==> src/rtl/mfrsd_pkg.sv <==
package mfrsd_pkg;

   // external memory byte address, 128 MB space
   typedef logic [26:0] mem_addr_t;

   // z80 side
   typedef logic [15:0] cpu_addr_t;
   typedef logic [7:0]  cpu_data_t;

   // subslot number behind the expander
   typedef logic [1:0]  sub_slot_t;

   // ram mapper segment or flash bank number
   typedef logic [7:0]  segment_t;

   // cpu bus as seen by the cartridge, 28 bits
   typedef struct packed {
      cpu_addr_t addr;
      cpu_data_t dout;
      logic      rd;
      logic      wr;
      logic      iorq;
      logic      m1;
   } cpu_bus_t;

   // memory request towards the external memory, 28 bits
   typedef struct packed {
      mem_addr_t addr;
      logic      unmapped;
   } mem_req_t;

   // flash rom region inside the subslot area
   localparam mem_addr_t SD_ROM_OFFSET = 27'h700000;

   // subslot assignment of the cartridge
   localparam sub_slot_t CFG_SUBSLOT = 2'd0;
   localparam sub_slot_t SCC_SUBSLOT = 2'd1;
   localparam sub_slot_t RAM_SUBSLOT = 2'd2;
   localparam sub_slot_t SD_SUBSLOT  = 2'd3;

endpackage

==> src/rtl/mfrsd_config.sv <==
`timescale 1ns/1ps

module mfrsd_config (
   input  logic                 clk,
   input  logic                 reset,
   input  logic                 cs,
   input  mfrsd_pkg::sub_slot_t sub_slot,
   input  mfrsd_pkg::cpu_bus_t  bus,
   input  logic                 base_wr,
   input  logic                 base_slot,
   input  mfrsd_pkg::mem_addr_t base_value,
   output mfrsd_pkg::mem_addr_t base_ram [2],
   output mfrsd_pkg::cpu_data_t config_reg,
   output logic [3:0]           mapper_mask,
   output logic [9:0]           offset_reg,
   output mfrsd_pkg::cpu_data_t mapper_reg
);

   import mfrsd_pkg::*;

   // register addresses in the config subslot
   localparam cpu_addr_t CONFIG_ADDR    = 16'h7FFC;
   localparam cpu_addr_t OFFSET_LO_ADDR = 16'h7FFD;
   localparam cpu_addr_t OFFSET_HI_ADDR = 16'h7FFE;
   localparam cpu_addr_t MAPPER_ADDR    = 16'h7FFF;

   logic cfg_wr;

   assign cfg_wr = cs & bus.wr;

   // subslot base addresses, loaded by the host side
   always_ff @(posedge clk) begin
      if (reset) begin
         base_ram <= '{default: '0};
      end else if (base_wr) begin
         base_ram[base_slot] <= base_value;
      end
   end

   always_ff @(posedge clk) begin
      if (reset) begin
         config_reg  <= 8'h03;
         mapper_mask <= 4'b1111;
         offset_reg  <= '0;
         mapper_reg  <= '0;
      end else if (cfg_wr) begin
         case (bus.addr)
            CONFIG_ADDR: begin
               // bit 7 locks the config register until reset
               if (!config_reg[7]) begin
                  config_reg            <= bus.dout;
                  mapper_mask[sub_slot] <= ~bus.dout[2];
               end
            end
            OFFSET_LO_ADDR: begin
               if (!mapper_reg[1]) begin
                  offset_reg[7:0] <= bus.dout;
               end
            end
            OFFSET_HI_ADDR: begin
               if (!mapper_reg[1]) begin
                  offset_reg[9:8] <= bus.dout[1:0];
               end
            end
            MAPPER_ADDR: begin
               // mapper reg bit 2 freezes itself
               if (!mapper_reg[2]) begin
                  mapper_reg <= bus.dout;
               end
            end
            default: begin
            end
         endcase
      end
   end

   // a locked config register must survive a write attempt
   property locked_config_holds;
      @(posedge clk) disable iff (reset)
         (cfg_wr && bus.addr == CONFIG_ADDR && config_reg[7]) |=> $stable(config_reg);
   endproperty

   assert property (locked_config_holds)
      else $error("config_reg changed while locked");

endmodule

==> src/rtl/msx2_ram_mapper.sv <==
`timescale 1ns/1ps

module msx2_ram_mapper #(
   parameter int RAM_SEGMENTS = 32
) (
   input  logic                 clk,
   input  logic                 reset,
   input  logic                 cs,
   input  mfrsd_pkg::cpu_bus_t  bus,
   input  mfrsd_pkg::mem_addr_t base,
   output mfrsd_pkg::cpu_data_t dout,
   output logic                 io_hit,
   output mfrsd_pkg::mem_req_t  mem
);

   import mfrsd_pkg::*;

   // valid segment bits, RAM_SEGMENTS is a power of two
   localparam segment_t SEG_MASK = segment_t'(RAM_SEGMENTS - 1);

   segment_t  seg [4];
   segment_t  page_seg;
   mem_addr_t ram_addr;
   logic      io_sel;

   // ports FC-FF, interrupt acknowledge excluded
   assign io_sel = bus.iorq & ~bus.m1 & (bus.addr[7:2] == 6'b111111);
   assign io_hit = io_sel & bus.rd;

   always_ff @(posedge clk) begin
      if (reset) begin
         seg <= '{8'd3, 8'd2, 8'd1, 8'd0};
      end else if (io_sel & bus.wr) begin
         seg[bus.addr[1:0]] <= bus.dout & SEG_MASK;
      end
   end

   // unused high bits read back as ones
   assign dout = io_hit ? (seg[bus.addr[1:0]] | ~SEG_MASK) : 8'hFF;

   // 16 KB segment per page
   assign page_seg = seg[bus.addr[15:14]];
   assign ram_addr = base + mem_addr_t'({page_seg, 14'd0}) + mem_addr_t'(bus.addr[13:0]);

   // address bus stays quiet unless the ram subslot is selected
   assign mem.addr     = cs ? ram_addr : '0;
   assign mem.unmapped = 1'b0;

   for (genvar i = 0; i < 4; i++) begin : g_seg_check
      assert property (@(posedge clk) disable iff (reset) seg[i] < RAM_SEGMENTS)
         else $error("segment %0d out of range", i);
   end

endmodule

==> src/rtl/mfrsd_sd_rom.sv <==
`timescale 1ns/1ps

module mfrsd_sd_rom (
   input  logic                 clk,
   input  logic                 reset,
   input  logic                 cs,
   input  mfrsd_pkg::cpu_bus_t  bus,
   input  mfrsd_pkg::mem_addr_t base,
   input  mfrsd_pkg::cpu_data_t sd_din,
   output mfrsd_pkg::cpu_data_t dout,
   output mfrsd_pkg::mem_req_t  mem,
   output logic                 sd_rx,
   output logic                 sd_tx
);

   import mfrsd_pkg::*;

   segment_t   bank [4];
   logic [1:0] page;
   logic       flash_area;
   logic       sd_window;
   logic       sd_read;
   logic       sd_data_addr;
   logic       sd_sel_addr;
   logic       select_sd;
   logic       old_rd;
   logic       old_wr;

   // bank registers at 6000-7FFF, two address bits pick the bank
   always_ff @(posedge clk) begin
      if (reset) begin
         bank <= '{8'd0, 8'd1, 8'd0, 8'd0};
      end else if (cs & bus.wr & (bus.addr[15:13] == 3'b011)) begin
         bank[bus.addr[12:11]] <= bus.dout;
      end
   end

   // 4000-BFFF, four 8 KB pages
   assign flash_area = (bus.addr[15:14] == 2'b01) | (bus.addr[15:14] == 2'b10);
   assign page       = 2'(bus.addr[15:13] - 3'd2);

   assign mem.addr = base + SD_ROM_OFFSET
                   + mem_addr_t'({bank[page][6:0], 13'd0})
                   + mem_addr_t'(bus.addr[12:0]);

   // sd window 4000-5FFF, enabled through bank 0 bits 7-6
   assign sd_window    = cs & (bank[0][7:6] == 2'b01) & (bus.addr[15:13] == 3'b010);
   assign sd_read      = sd_window & bus.rd;
   assign sd_data_addr = ~bus.addr[12];
   // 5800 and above
   assign sd_sel_addr  = bus.addr[15:11] == 5'b01011;

   assign mem.unmapped = cs & (~flash_area | sd_read);

   assign dout = (sd_read & sd_data_addr) ? sd_din : 8'hFF;

   always_ff @(posedge clk) begin
      if (reset) begin
         select_sd <= 1'b0;
      end else if (sd_window & bus.wr & sd_sel_addr) begin
         select_sd <= bus.dout[0];
      end
   end

   // strobes fire once per access, on the rising edge of rd or wr
   always_ff @(posedge clk) begin
      if (reset) begin
         old_rd <= 1'b0;
         old_wr <= 1'b0;
         sd_rx  <= 1'b0;
         sd_tx  <= 1'b0;
      end else begin
         old_rd <= bus.rd;
         old_wr <= bus.wr;
         sd_rx  <= sd_read & ~old_rd & sd_data_addr & ~select_sd;
         sd_tx  <= sd_window & bus.wr & ~old_wr & ~sd_sel_addr
                   & sd_data_addr & ~select_sd;
      end
   end

   // rd and wr never overlap on the z80 bus
   assert property (@(posedge clk) disable iff (reset) !(sd_rx && sd_tx))
      else $error("sd_rx and sd_tx high together");

endmodule

==> src/rtl/mfrsd_cartridge.sv <==
`timescale 1ns/1ps

module mfrsd_cartridge #(
   parameter int RAM_SEGMENTS = 32
) (
   input  logic                 clk,
   input  logic                 reset,
   input  mfrsd_pkg::cpu_bus_t  bus,
   input  logic                 slot_cs,
   input  mfrsd_pkg::sub_slot_t sub_slot,
   input  logic                 base_wr,
   input  logic                 base_slot,
   input  mfrsd_pkg::mem_addr_t base_value,
   input  mfrsd_pkg::cpu_data_t sd_din,
   output mfrsd_pkg::mem_req_t  mem,
   output mfrsd_pkg::cpu_data_t dout,
   output logic                 sd_rx,
   output logic                 sd_tx,
   output mfrsd_pkg::cpu_data_t config_reg,
   output logic [3:0]           mapper_mask
);

   import mfrsd_pkg::*;

   // config subslot never reaches external memory
   localparam mem_req_t CFG_MEM = '{addr: '0, unmapped: 1'b1};

   mem_addr_t base_ram [2];
   mem_req_t  ram_mem;
   mem_req_t  sd_mem;
   cpu_data_t ram_dout;
   cpu_data_t sd_dout;
   logic      ram_io_hit;
   logic      mem_cs;
   logic      cfg_cs;
   logic      ram_cs;
   logic      sd_cs;

   // memory cycles only, i/o goes straight to the ram mapper
   assign mem_cs = slot_cs & ~bus.iorq;
   assign cfg_cs = mem_cs & (sub_slot == CFG_SUBSLOT);
   assign ram_cs = mem_cs & (sub_slot == RAM_SUBSLOT);
   assign sd_cs  = mem_cs & (sub_slot == SD_SUBSLOT);

   mfrsd_config u_config (
      .clk        (clk),
      .reset      (reset),
      .cs         (cfg_cs),
      .sub_slot   (sub_slot),
      .bus        (bus),
      .base_wr    (base_wr),
      .base_slot  (base_slot),
      .base_value (base_value),
      .base_ram   (base_ram),
      .config_reg (config_reg),
      .mapper_mask(mapper_mask),
      .offset_reg (),
      .mapper_reg ()
   );

   msx2_ram_mapper #(
      .RAM_SEGMENTS(RAM_SEGMENTS)
   ) u_ram_mapper (
      .clk   (clk),
      .reset (reset),
      .cs    (ram_cs),
      .bus   (bus),
      .base  (base_ram[0]),
      .dout  (ram_dout),
      .io_hit(ram_io_hit),
      .mem   (ram_mem)
   );

   mfrsd_sd_rom u_sd_rom (
      .clk   (clk),
      .reset (reset),
      .cs    (sd_cs),
      .bus   (bus),
      .base  (base_ram[1]),
      .sd_din(sd_din),
      .dout  (sd_dout),
      .mem   (sd_mem),
      .sd_rx (sd_rx),
      .sd_tx (sd_tx)
   );

   always_comb begin
      case (sub_slot)
         CFG_SUBSLOT, SCC_SUBSLOT: mem = CFG_MEM;
         RAM_SUBSLOT:              mem = ram_mem;
         default:                  mem = sd_mem;
      endcase
   end

   // mapper port readback wins, then sd data, else open bus
   always_comb begin
      if (ram_io_hit) begin
         dout = ram_dout;
      end else if (sd_cs & bus.rd) begin
         dout = sd_dout;
      end else begin
         dout = 8'hFF;
      end
   end

endmodule

==> config.mk <==
export PLATFORM = sky130hd
export DESIGN_NAME = mfrsd_cartridge
export DESIGN_NICKNAME = d
export VERILOG_FILES = /design/src/rtl/mfrsd_pkg.sv /design/src/rtl/mfrsd_config.sv /design/src/rtl/msx2_ram_mapper.sv /design/src/rtl/mfrsd_sd_rom.sv /design/src/rtl/mfrsd_cartridge.sv
export SDC_FILE = /design/constraint.sdc
export NUM_CORES = 1
export LEC_CHECK = 0
export ABC_AREA = 1
export BUFFER_PORTS_ARGS = -buffer_cell sky130_fd_sc_hd__buf_4
export CORE_UTILIZATION = 25
export DETAILED_ROUTE_END_ITERATION = 8
export PLACE_DENSITY_LB_ADDON = 0.05
export SYNTH_ARGS = -nofsm -noshare
export SYNTH_HDL_FRONTEND = slang
export SYNTH_SLANG_ARGS = --single-unit
==> constraint.sdc <==
create_clock -name clk -period 4.06 [get_ports clk]
set_input_delay 0.406 -clock clk [delete_from_list [all_inputs] [get_ports clk]]
set_output_delay 0.406 -clock clk [all_outputs]
set_load 0.005 [all_outputs]
==> impl_results.md, run 1 <==
- Outcome: finished, final reports clean
- Hold WS: 0.205 ns
- Top flop regs: u_config.base_ram (54), u_sd_rom.bank (29), u_ram_mapper.seg (20)
- Final wirelength: 33,900 µm
- H-tree levels: 4
- FFs w/ async S/R, synth: 0
- Top cell type's share of synthesized area: 0.284
- Vias in the first global route: 9,230
- Detailed Place HPWL: 27,700 µm
- Critical path peak fanout: 21
- Worst Path Arrival: 3.22 ns
- Via count: 9,164
- CTS clk-pin slew, worst paths: 0.07 ns
- Main combinational cell family by area after synthesis: simple AND/OR/NAND/NOR gates
- Yosys reg bits: 120
- P&R area growth vs syn: 23.2%
- Max reg flops: 54
- IO Count: 120
- TritonCTS buffer count: 17
- Largest area contributor in the netlist: dfxtp_1
- Post-synthesis xor/xnor area fraction: 0.00311
- Main synth FF type: dfxtp_1
- Register area: 2400 µm²
- Most common cell after layout, fill and taps aside: nand2_1
- Library cells used by synthesis: 40
- Die Ht: 186 µm
- Max Clock Freq: 276 MHz
- Final hold violation count: 0
- Biggest register: u_config.base_ram
- RSZ-0062 raised after global routing: no
- Core Region: 32,900 µm²
- Commonest non-fill, non-tap cells in the layout: 353 x nand2_1, 192 x inv_1, 176 x nor2_1
- IO Port Bufs: 119
- Syn_area_per_cell: 6.01 µm²
- Largest net degree at the start of global routing: 48
- Worst hold start: base_value[2]
- Seq/Total Area, Yosys: 0.284
- Initial antenna violation count: 0
- Via/cell ratio: 4.65
- P_sw: 1.08 mW
- Critical setup path kind: input pin to output pin
- Synth Area in Compound Gates: 0.182
- Detailed-route wire length per cell: 17.2 µm
- Die W: 186 µm
- Share of cells above drive strength 1: 0.124
- Die ar.: 34,500 µm²
- Root Buffer: clkbuf_16
- Antenna cells: 0
- Synth Area in Simple Gates: 0.358
- Max-cap viol count: 0
- Slew Viols, Final: 0
- Tmin final: 3.63 ns
- Reg2Reg Setup Slack: 2.16 ns
- Netlist Area Pre-Place: 8450 µm²
- Gate power share: 0.191
- First-pass GRT wire length: 52,500 µm
- Clk buf depth: 2
- Starting density of the core: 0.257
- Setup crit end kind: output pin
- DRT Pass-1 Iters: 5
- Clk network pwr share: 0.454
- Setup TNS: 0 ns
- Residual DRC: 0
- CP Data Required Time: 3.65 ns
- Crit share post-route: 0.893
- Max-slew headroom: 0.474
- Slew of the pin with the lowest slew margin: 0.789 ns
- Seq pwr share: 0.355
- Clk Latency, worst-skew pair: 0.43 ns
- Synthesized instance count: 1,406
- Nets: 1,626
- Row count: 66
- CTS tree: yes
- Worst R2R Start: u_sd_rom.bank[30]
- Synth warnings: 0
- Global placer's final weighted congestion: 0.887
- Clk_skew: 0.00664 ns
- First DRT Iteration DRCs: 491
- Post-CTS Resized: 0
- Core Util, Final: 0.317
- Net Sw Frac: 0.308
- GRT Util Overall: 0.205
- Sink Count: 120
- Post-CTS Setup Bufs: 0
- EDFF count, synth: 0
- Lkg Pwr: 5.16 nW
- CTS Hold Bufs: 0
- DRT antenna net count: 0
- Total gr overflow: 0
- Adder-cell share of the synthesized area: 0.0640
- Internal power: 2.43 mW
- Setup violators final: 0
- Multiplexer share of the synthesized area: 0
- Multi-input gate area: 5130 µm²
- CP Launch Point: bus[25]
- HP Class: input pin to flip-flop
- Worst vdd ir: 0.152 mV
- CP Launch Type: input pin
- Syn_nets: 1,518
- Top area cells in the synthesized netlist: dfxtp_1 28%, nand2_1 16%, o21ai_0 8.6%, inv_1 8.6%, nor2_1 7.8%
- Filler instances: 3,819
- Power per standard cell area: 338 nW/µm²
[metrics by stage]
stage	std cells	cell area [µm²]	setup slack (ns)	power (mW)
floorplan	1406	8450	1.26	1.66
global placement	1937	9790	0.480	1.95
detailed placement	1937	9790	0.490	1.95
CTS	1969	10400	0.478	3.56
global route	1969	10400	0.159	3.70
finish	1969	10400	0.432	3.51
[worst max-delay path: stages]
cell and delay [ns]:
buf_4 0.16, inv_1 0.39, a21oi_1 0.12, o21ai_0 0.10, o211ai_1 0.21, ha_1 0.42, nand2_1 0.17, inv_1 0.07
nand2_1 0.08, inv_1 0.07, nand2_1 0.06, nand2_1 0.10, inv_1 0.07, nand3_1 0.12, nand2_1 0.09, nand2_1 0.04
o21ai_0 0.35, buf_4 0.19
[cells by family (layout without fill, tap and decap cells)]
group | after synthesis | in the layout
and+or+nand+nor | 711 | 711
AOI/OAI and AO/OA | 292 | 292
buffers and inverters | 238 | 359
DFF | 120 | 120
adders and majority gates | 42 | 42
xor gates and xnor gates | 3 | 3
[synthesized netlist by cell type (all sizes together), types with 7 or more instances]
library cell  count
nor2            180
inv             197
nand4            24
nand3           109
or2               7
ha               40
a22oi            10
nor3             22
clkbuf           31
a21oi           115
nand2           357
dfxtp           120
o21ai           150
[cell type report]
class | instances | share of cell area
clock inverters | 14 | 0.0168
flip-flops and latches | 120 | 0.231
inverters | 201 | 0.0730
repair buffers | 126 | 0.0909
clock buffers | 18 | 0.0422
multi-input cells | 1048 | 0.493
well taps | 442 | 0.0531
[per-layer routing]
layer,vias up,global-route usage,routed length [µm]
met2,171,0.362,16700
li1,4795,-,-
met4,0,0.0521,512
met5,-,0,0
met3,24,0.0278,1010
met1,4174,0.259,15600
[power groups by stage]
stage	Combinational, mW	Clock [mW]	Sequential, mW
after detailed placement	0.675	0	1.27
after CTS	0.678	1.64	1.25
after global routing	0.762	1.69	1.25
final	0.670	1.60	1.25
after global placement	0.676	0	1.27
after floorplan	0.404	0	1.26
[final timing paths]
check / end / depth (start not counted)
worst max-delay path: mem[18] / 18
worst min-delay path: u_config.base_ram[29] / 3
worst max register to register: u_sd_rom.sd_rx / 7
worst min register to register: u_config.mapper_mask[1] / 1
(Power assumes the default switching activity.)
==> run 2, diff against run 1 <==
--- a/config.mk
+++ b/config.mk
@@ -9,6 +9,7 @@
 export BUFFER_PORTS_ARGS = -buffer_cell sky130_fd_sc_hd__buf_4
 export CORE_UTILIZATION = 25
 export DETAILED_ROUTE_END_ITERATION = 8
+export GPL_TIMING_DRIVEN = 0
 export PLACE_DENSITY_LB_ADDON = 0.05
 export SYNTH_ARGS = -nofsm -noshare
 export SYNTH_HDL_FRONTEND = slang
==> constraint.sdc (replaced) <==
create_clock -name clk -period 3.7 [get_ports clk]
set_input_delay 0.37 -clock clk [delete_from_list [all_inputs] [get_ports clk]]
set_output_delay 0.37 -clock clk [all_outputs]
set_load 0.005 [all_outputs]
==> run 2 against run 1 <==
  * Critical path depth rose by 1
  * Design area is 0.40% higher
  * Flip-flop and latch count did not move
  * Largest cell class unchanged
  * Critical endpoint is now mem[26]
  * Clock power hardly changed
  * Cell count rose by 1.3%
==> impl_results.md, run 2 (synthesis gave the netlist of run 1 again) <==
- Outcome: finished, final reports clean
- Starting density of the core: 0.257
- Final wirelength: 35,300 µm
- Max-cap viol count: 0
- Worst Path Arrival: 3.12 ns
- Setup violators final: 0
- Largest net degree at the start of global routing: 17
- Power per standard cell area: 355 nW/µm²
- TritonCTS buffer count: 17
- DRT Pass-1 Iters: 7
- CP Launch Type: input pin
- Detailed-route wire length per cell: 17.7 µm
- Share of cells above drive strength 1: 0.120
- Clk Latency, worst-skew pair: 0.42 ns
- Clk_skew: 0.0135 ns
- Hold WS: 0.182 ns
- IO Count: 120
- Most common cell after layout, fill and taps aside: nand2_1
- Reg2Reg Setup Slack: 1.97 ns
- Global placer's final weighted congestion: 0.889
- HP Class: input pin to flip-flop
- Slew Viols, Final: 0
- Top flop regs: u_config.base_ram (54), u_sd_rom.bank (29), u_ram_mapper.seg (20)
- IO Port Bufs: 118
- Final hold violation count: 0
- RSZ-0062 raised after global routing: no
- Hold path depth: 3
- Die Ht: 186 µm
- Clk buf depth: 2
- Tmin final: 3.49 ns
- Via count: 9,277
- CP Data Required Time: 3.33 ns
- Slew of the pin with the lowest slew margin: 0.706 ns
- Inst Count DP: 1,966
- Vias in the first global route: 9,290
- Initial antenna violation count: 0
- Setup crit end kind: output pin
- Detailed Place HPWL: 29,500 µm
- Post-CTS Setup Bufs: 0
- Worst R2R Start: u_sd_rom.bank[30]
- H-tree levels: 4
- Die W: 186 µm
- P&R area growth vs syn: 23.7%
- Residual DRC: 0
- Critical path peak fanout: 10
- Overall power: 3.71 mW
- First DRT Iteration DRCs: 513
- Crit share post-route: 0.942
- First-pass GRT wire length: 53,400 µm
- Final std cells w/o fill: 1,994
- Die ar.: 34,500 µm²
- Max reg flops: 54
- Lkg Pwr: 5.18 nW
- CTS clk-pin slew, worst paths: 0.06 ns
- Reg2reg end: u_sd_rom.sd_rx
- Total gr overflow: 0
- Row count: 66
- Root Buffer: clkbuf_16
- Worst vdd ir: 0.225 mV
- Biggest register: u_config.base_ram
- Worst hold start: base_value[1]
- Max-slew headroom: 0.529
- GRT Util Overall: 0.212
- Max Clock Freq: 287 MHz
- Core Region: 32,900 µm²
- Commonest non-fill, non-tap cells in the layout: 353 x nand2_1, 193 x inv_1, 175 x nor2_1
- Core Util, Final: 0.318
- CTS Hold Bufs: 0
- CTS tree: yes
- Sink Count: 120
- DRT antenna net count: 0
- Worst r2r path cells: 7
- Hold path endpoint: u_config.base_ram[28]
- Nets: 1,654
- Antenna cells: 0
- Critical setup path kind: input pin to output pin
- Via/cell ratio: 4.65
run 2: cell types whose count changed in the layout (fill, tap and decap cells not counted), sizes merged:
cell / change
clkinvlp: -5
inv: -1
buf: -3
clkbuf: +33
bufinv: -1
clkinv: +2
run 2: final cells by class:
class                      count  area (µm²)
multi-input combinational   1048        5150
tap                          442         553
fill                        3793       22400
sequential                   120        2400
inverter                     201         759
timing repair buffer         118         886
buffer                        36         154
clock buffer                  20         437
clock inverter                 9         105
run 2: critical path, stage by stage:
cell and delay (ns):
buf_4 0.11, buf_4 0.18, inv_1 0.08, clkbuf_2 0.21, o21ai_0 0.28, nand3_1 0.24, ha_2 0.46, nand2_1 0.07
inv_1 0.11, nand2_1 0.10, nor2_2 0.19, inv_1 0.09, nor2_1 0.09, nand2_1 0.07, nand3_1 0.08, nand2_1 0.05
nand3_1 0.10, nand2_1 0.09, buf_4 0.14
run 2: how the worst max path moves through the flow:
stage                       start      end  slack, ns  depth (start not counted)
after floorplan           bus[25]  mem[25]       0.98                         17
after global placement    bus[25]  mem[23]      -0.04                         21
after detailed placement  bus[25]  mem[23]      -0.03                         21
after CTS                 bus[26]  mem[18]       0.03                         18
after global routing      bus[25]  mem[25]      0.003                         18
final                     bus[25]  mem[26]       0.21                         19
run 2: timing repair:
item	CTS	global route
setup endpoints to repair	3	9
endpoints found under the hold margin	0	0
gates resized for setup	1	11
run 2: through the flow:
step	setup WS, ns	cell area (µm²)	setup TNS [ns]
2_1_floorplan	0.975	8450	0
3_3_place_gp	-0.0385	9890	-0.0822
3_5_place_dp	-0.0297	9890	-0.0753
4_1_cts	0.0255	10400	0
5_1_grt	0.00293	10400	0
6_report	0.214	10400	0
run 2: metal layers:
| metal | vias to the layer above | track usage | share of wire |
|---|---|---|---|
| li1 | 4858 | - | - |
| met1 | 4276 | 0.262 | 0.47 |
| met2 | 120 | 0.384 | 0.50 |
| met3 | 23 | 0.0262 | 0.019 |
| met4 | 0 | 0.0492 | 0.012 |
| met5 | - | 0 | 0 |
run 2: power breakdown:
part           switching (mW)  internal (mW)
sequential             0.0357           1.33
clock                   0.612          0.975
combinational           0.496          0.260
total                    1.14           2.57
==> run 3, diff against run 2 <==
--- a/config.mk
+++ b/config.mk
@@ -11,6 +11,7 @@
 export DETAILED_ROUTE_END_ITERATION = 8
 export GPL_TIMING_DRIVEN = 0
 export PLACE_DENSITY_LB_ADDON = 0.05
+export RECOVER_POWER = 100
 export SYNTH_ARGS = -nofsm -noshare
 export SYNTH_HDL_FRONTEND = slang
 export SYNTH_SLANG_ARGS = --single-unit
==> run 3 against run 2 <==
  * Register-to-register slack got worse by 0.17 ns
  * Clock power about the same
  * Wire length hardly changed
  * Total power fell by 0.31%
  * Worst hold slack improved by 0.0029 ns
  * First-iteration DRC count down 2.5%
==> impl_results.md, run 3 (synthesis gave the netlist of run 1 again) <==
- Final wirelength: 35,300 µm
- Outcome: finished, final reports clean
- GRT Util Overall: 0.212
- Clk buf depth: 2
- Clk Latency, worst-skew pair: 0.42 ns
- Max reg flops: 54
- Max-slew headroom: 0.483
- Placed cell areas: 9890 µm²
- Top flop regs: u_config.base_ram (54), u_sd_rom.bank (29), u_ram_mapper.seg (20)
- Commonest non-fill, non-tap cells in the layout: 356 x nand2_1, 196 x inv_1, 179 x nor2_1
- Power per standard cell area: 358 nW/µm²
- Inst Count DP: 1,966
- Critical setup path kind: input pin to output pin
- Post-Place Worst Slack: -0.0297 ns
- Antenna cells: 0
- H-tree levels: 4
- Top delay family on crit path: simple AND/OR/NAND/NOR gates
- Largest stage delay on the critical path: 0.46 ns
- Vias in the first global route: 9,290
- P&R area growth vs syn: 22.5%
- Post-CTS Setup Bufs: 0
- Slew of the pin with the lowest slew margin: 0.770 ns
- Overall power: 3.70 mW
- Setup crit end kind: output pin
- First DRT Iteration DRCs: 500
- RSZ-0062 raised after global routing: no
- Root Buffer: clkbuf_16
- Worst vdd ir: 0.223 mV
- Starting density of the core: 0.257
- Critical path peak fanout: 10
- Tmin final: 3.49 ns
- Lkg Pwr: 5.11 nW
- Via/cell ratio: 4.68
- IO Count: 120
- DRT Pass-1 Iters: 5
- CP Launch Type: input pin
- Detailed Place HPWL: 29,500 µm
- HP Class: input pin to flip-flop
- TritonCTS buffer count: 17
- Die ar.: 34,500 µm²
- Final WS setup: 0.214 ns
- Worst Path Arrival: 3.12 ns
- CTS Hold Bufs: 0
- Detailed-route wire length per cell: 17.7 µm
- Max Clock Freq: 287 MHz
- Final std cells w/o fill: 1,994
- Residual DRC: 0
- Clk_skew: 0.0165 ns
- CP Data Required Time: 3.33 ns
- Setup violators final: 0
- Total gr overflow: 0
- Row count: 66
- Slew Viols, Final: 0
- Most common cell after layout, fill and taps aside: nand2_1
- Sink Count: 120
- Final hold violation count: 0
- Via count: 9,325
- Core Region: 32,900 µm²
- Die Ht: 186 µm
- Global placer's final weighted congestion: 0.889
- IO Port Bufs: 118
- CTS clk-pin slew, worst paths: 0.06 ns
- First-pass GRT wire length: 53,400 µm
- Largest net degree at the start of global routing: 17
- Critical path's slowest cell: ha_2
- Crit share post-route: 0.942
- Cell Chain, Critical Path: buf_4 -> buf_4 -> inv_1 -> clkbuf_2 -> o21ai_0 -> nand3_1 -> ha_2 -> nand2_1 -> inv_1 -> nand2_1 -> nor2_2 -> inv_1 -> nor2_1 -> nand2_1 -> nand3_1 -> nand2_1 -> nand3_1 -> nand2_1 -> buf_4
- Initial antenna violation count: 0
- CTS tree: yes
- DRT antenna net count: 0
- Die W: 186 µm
- Nets: 1,654
- Max-cap viol count: 0
- Share of cells above drive strength 1: 0.106
- Worst path bufs/invs: 7
- Design area: 10,400 µm²
- Cell mode on critical path: nand2_1
- Biggest register: u_config.base_ram
==> run 3: path summary, 6_finish.rpt <==
kind,startpoint,end,slack [ns],cells past startpoint
max reg2reg,u_sd_rom.bank[30],u_sd_rom.sd_rx,1.80,7
min reg2reg,u_config.mapper_mask[1],u_config.mapper_mask[1],0.44,1
min,base_value[1],u_config.base_ram[28],0.19,3
max,bus[25],mem[26],0.21,19
==> run 3: metal layers <==
layer / global-route usage / wire length, µm
met1: 0.262 / 16300
met2: 0.384 / 17800
met3: 0.0262 / 753
met4: 0.0492 / 413
met5: 0 / 0
==> run 3: timing repair <==
action | 4_1_cts | 5_1_grt
pin swaps | 0 | 0
gates resized for setup | 1 | 11
endpoints found under the setup margin | 3 | 9
==> run 3: worst register-to-register path, stage by stage (launching register included) <==
cell and delay, ns:
dfxtp_1 0.32, inv_1 0.08, nor4_1 0.33, nand2_1 0.20
nor2_1 0.16, inv_1 0.05, nor2_1 0.43, and3_1 0.26
==> run 3: layout make-up <==
type | count | area (µm²)
Sequential cell | 120 | 2400
Buffer | 36 | 145
Multi-Input combinational cell | 1048 | 5080
Fill cell | 3809 | 22500
Inverter | 201 | 756
Tap cell | 442 | 553
Clock inverter | 9 | 105
Clock buffer | 20 | 437
Timing Repair Buffer | 118 | 871
==> run 3: report_power, final <==
| group | switching (mW) | internal [mW] | total (mW) |
|---|---|---|---|
| Sequential | 0.0357 | 1.33 | 1.37 |
| Clock | 0.608 | 0.975 | 1.58 |
| Combinational | 0.492 | 0.256 | 0.748 |
==> run 3: through the flow <==
step	hold slack [ns]	util	setup TNS, ns
2_1_floorplan	0.430	-	0
3_3_place_gp	0.430	0.301	-0.0822
3_5_place_dp	0.437	0.301	-0.0753
4_1_cts	0.167	0.317	0
5_1_grt	0.165	0.315	0
6_report	0.185	0.315	0
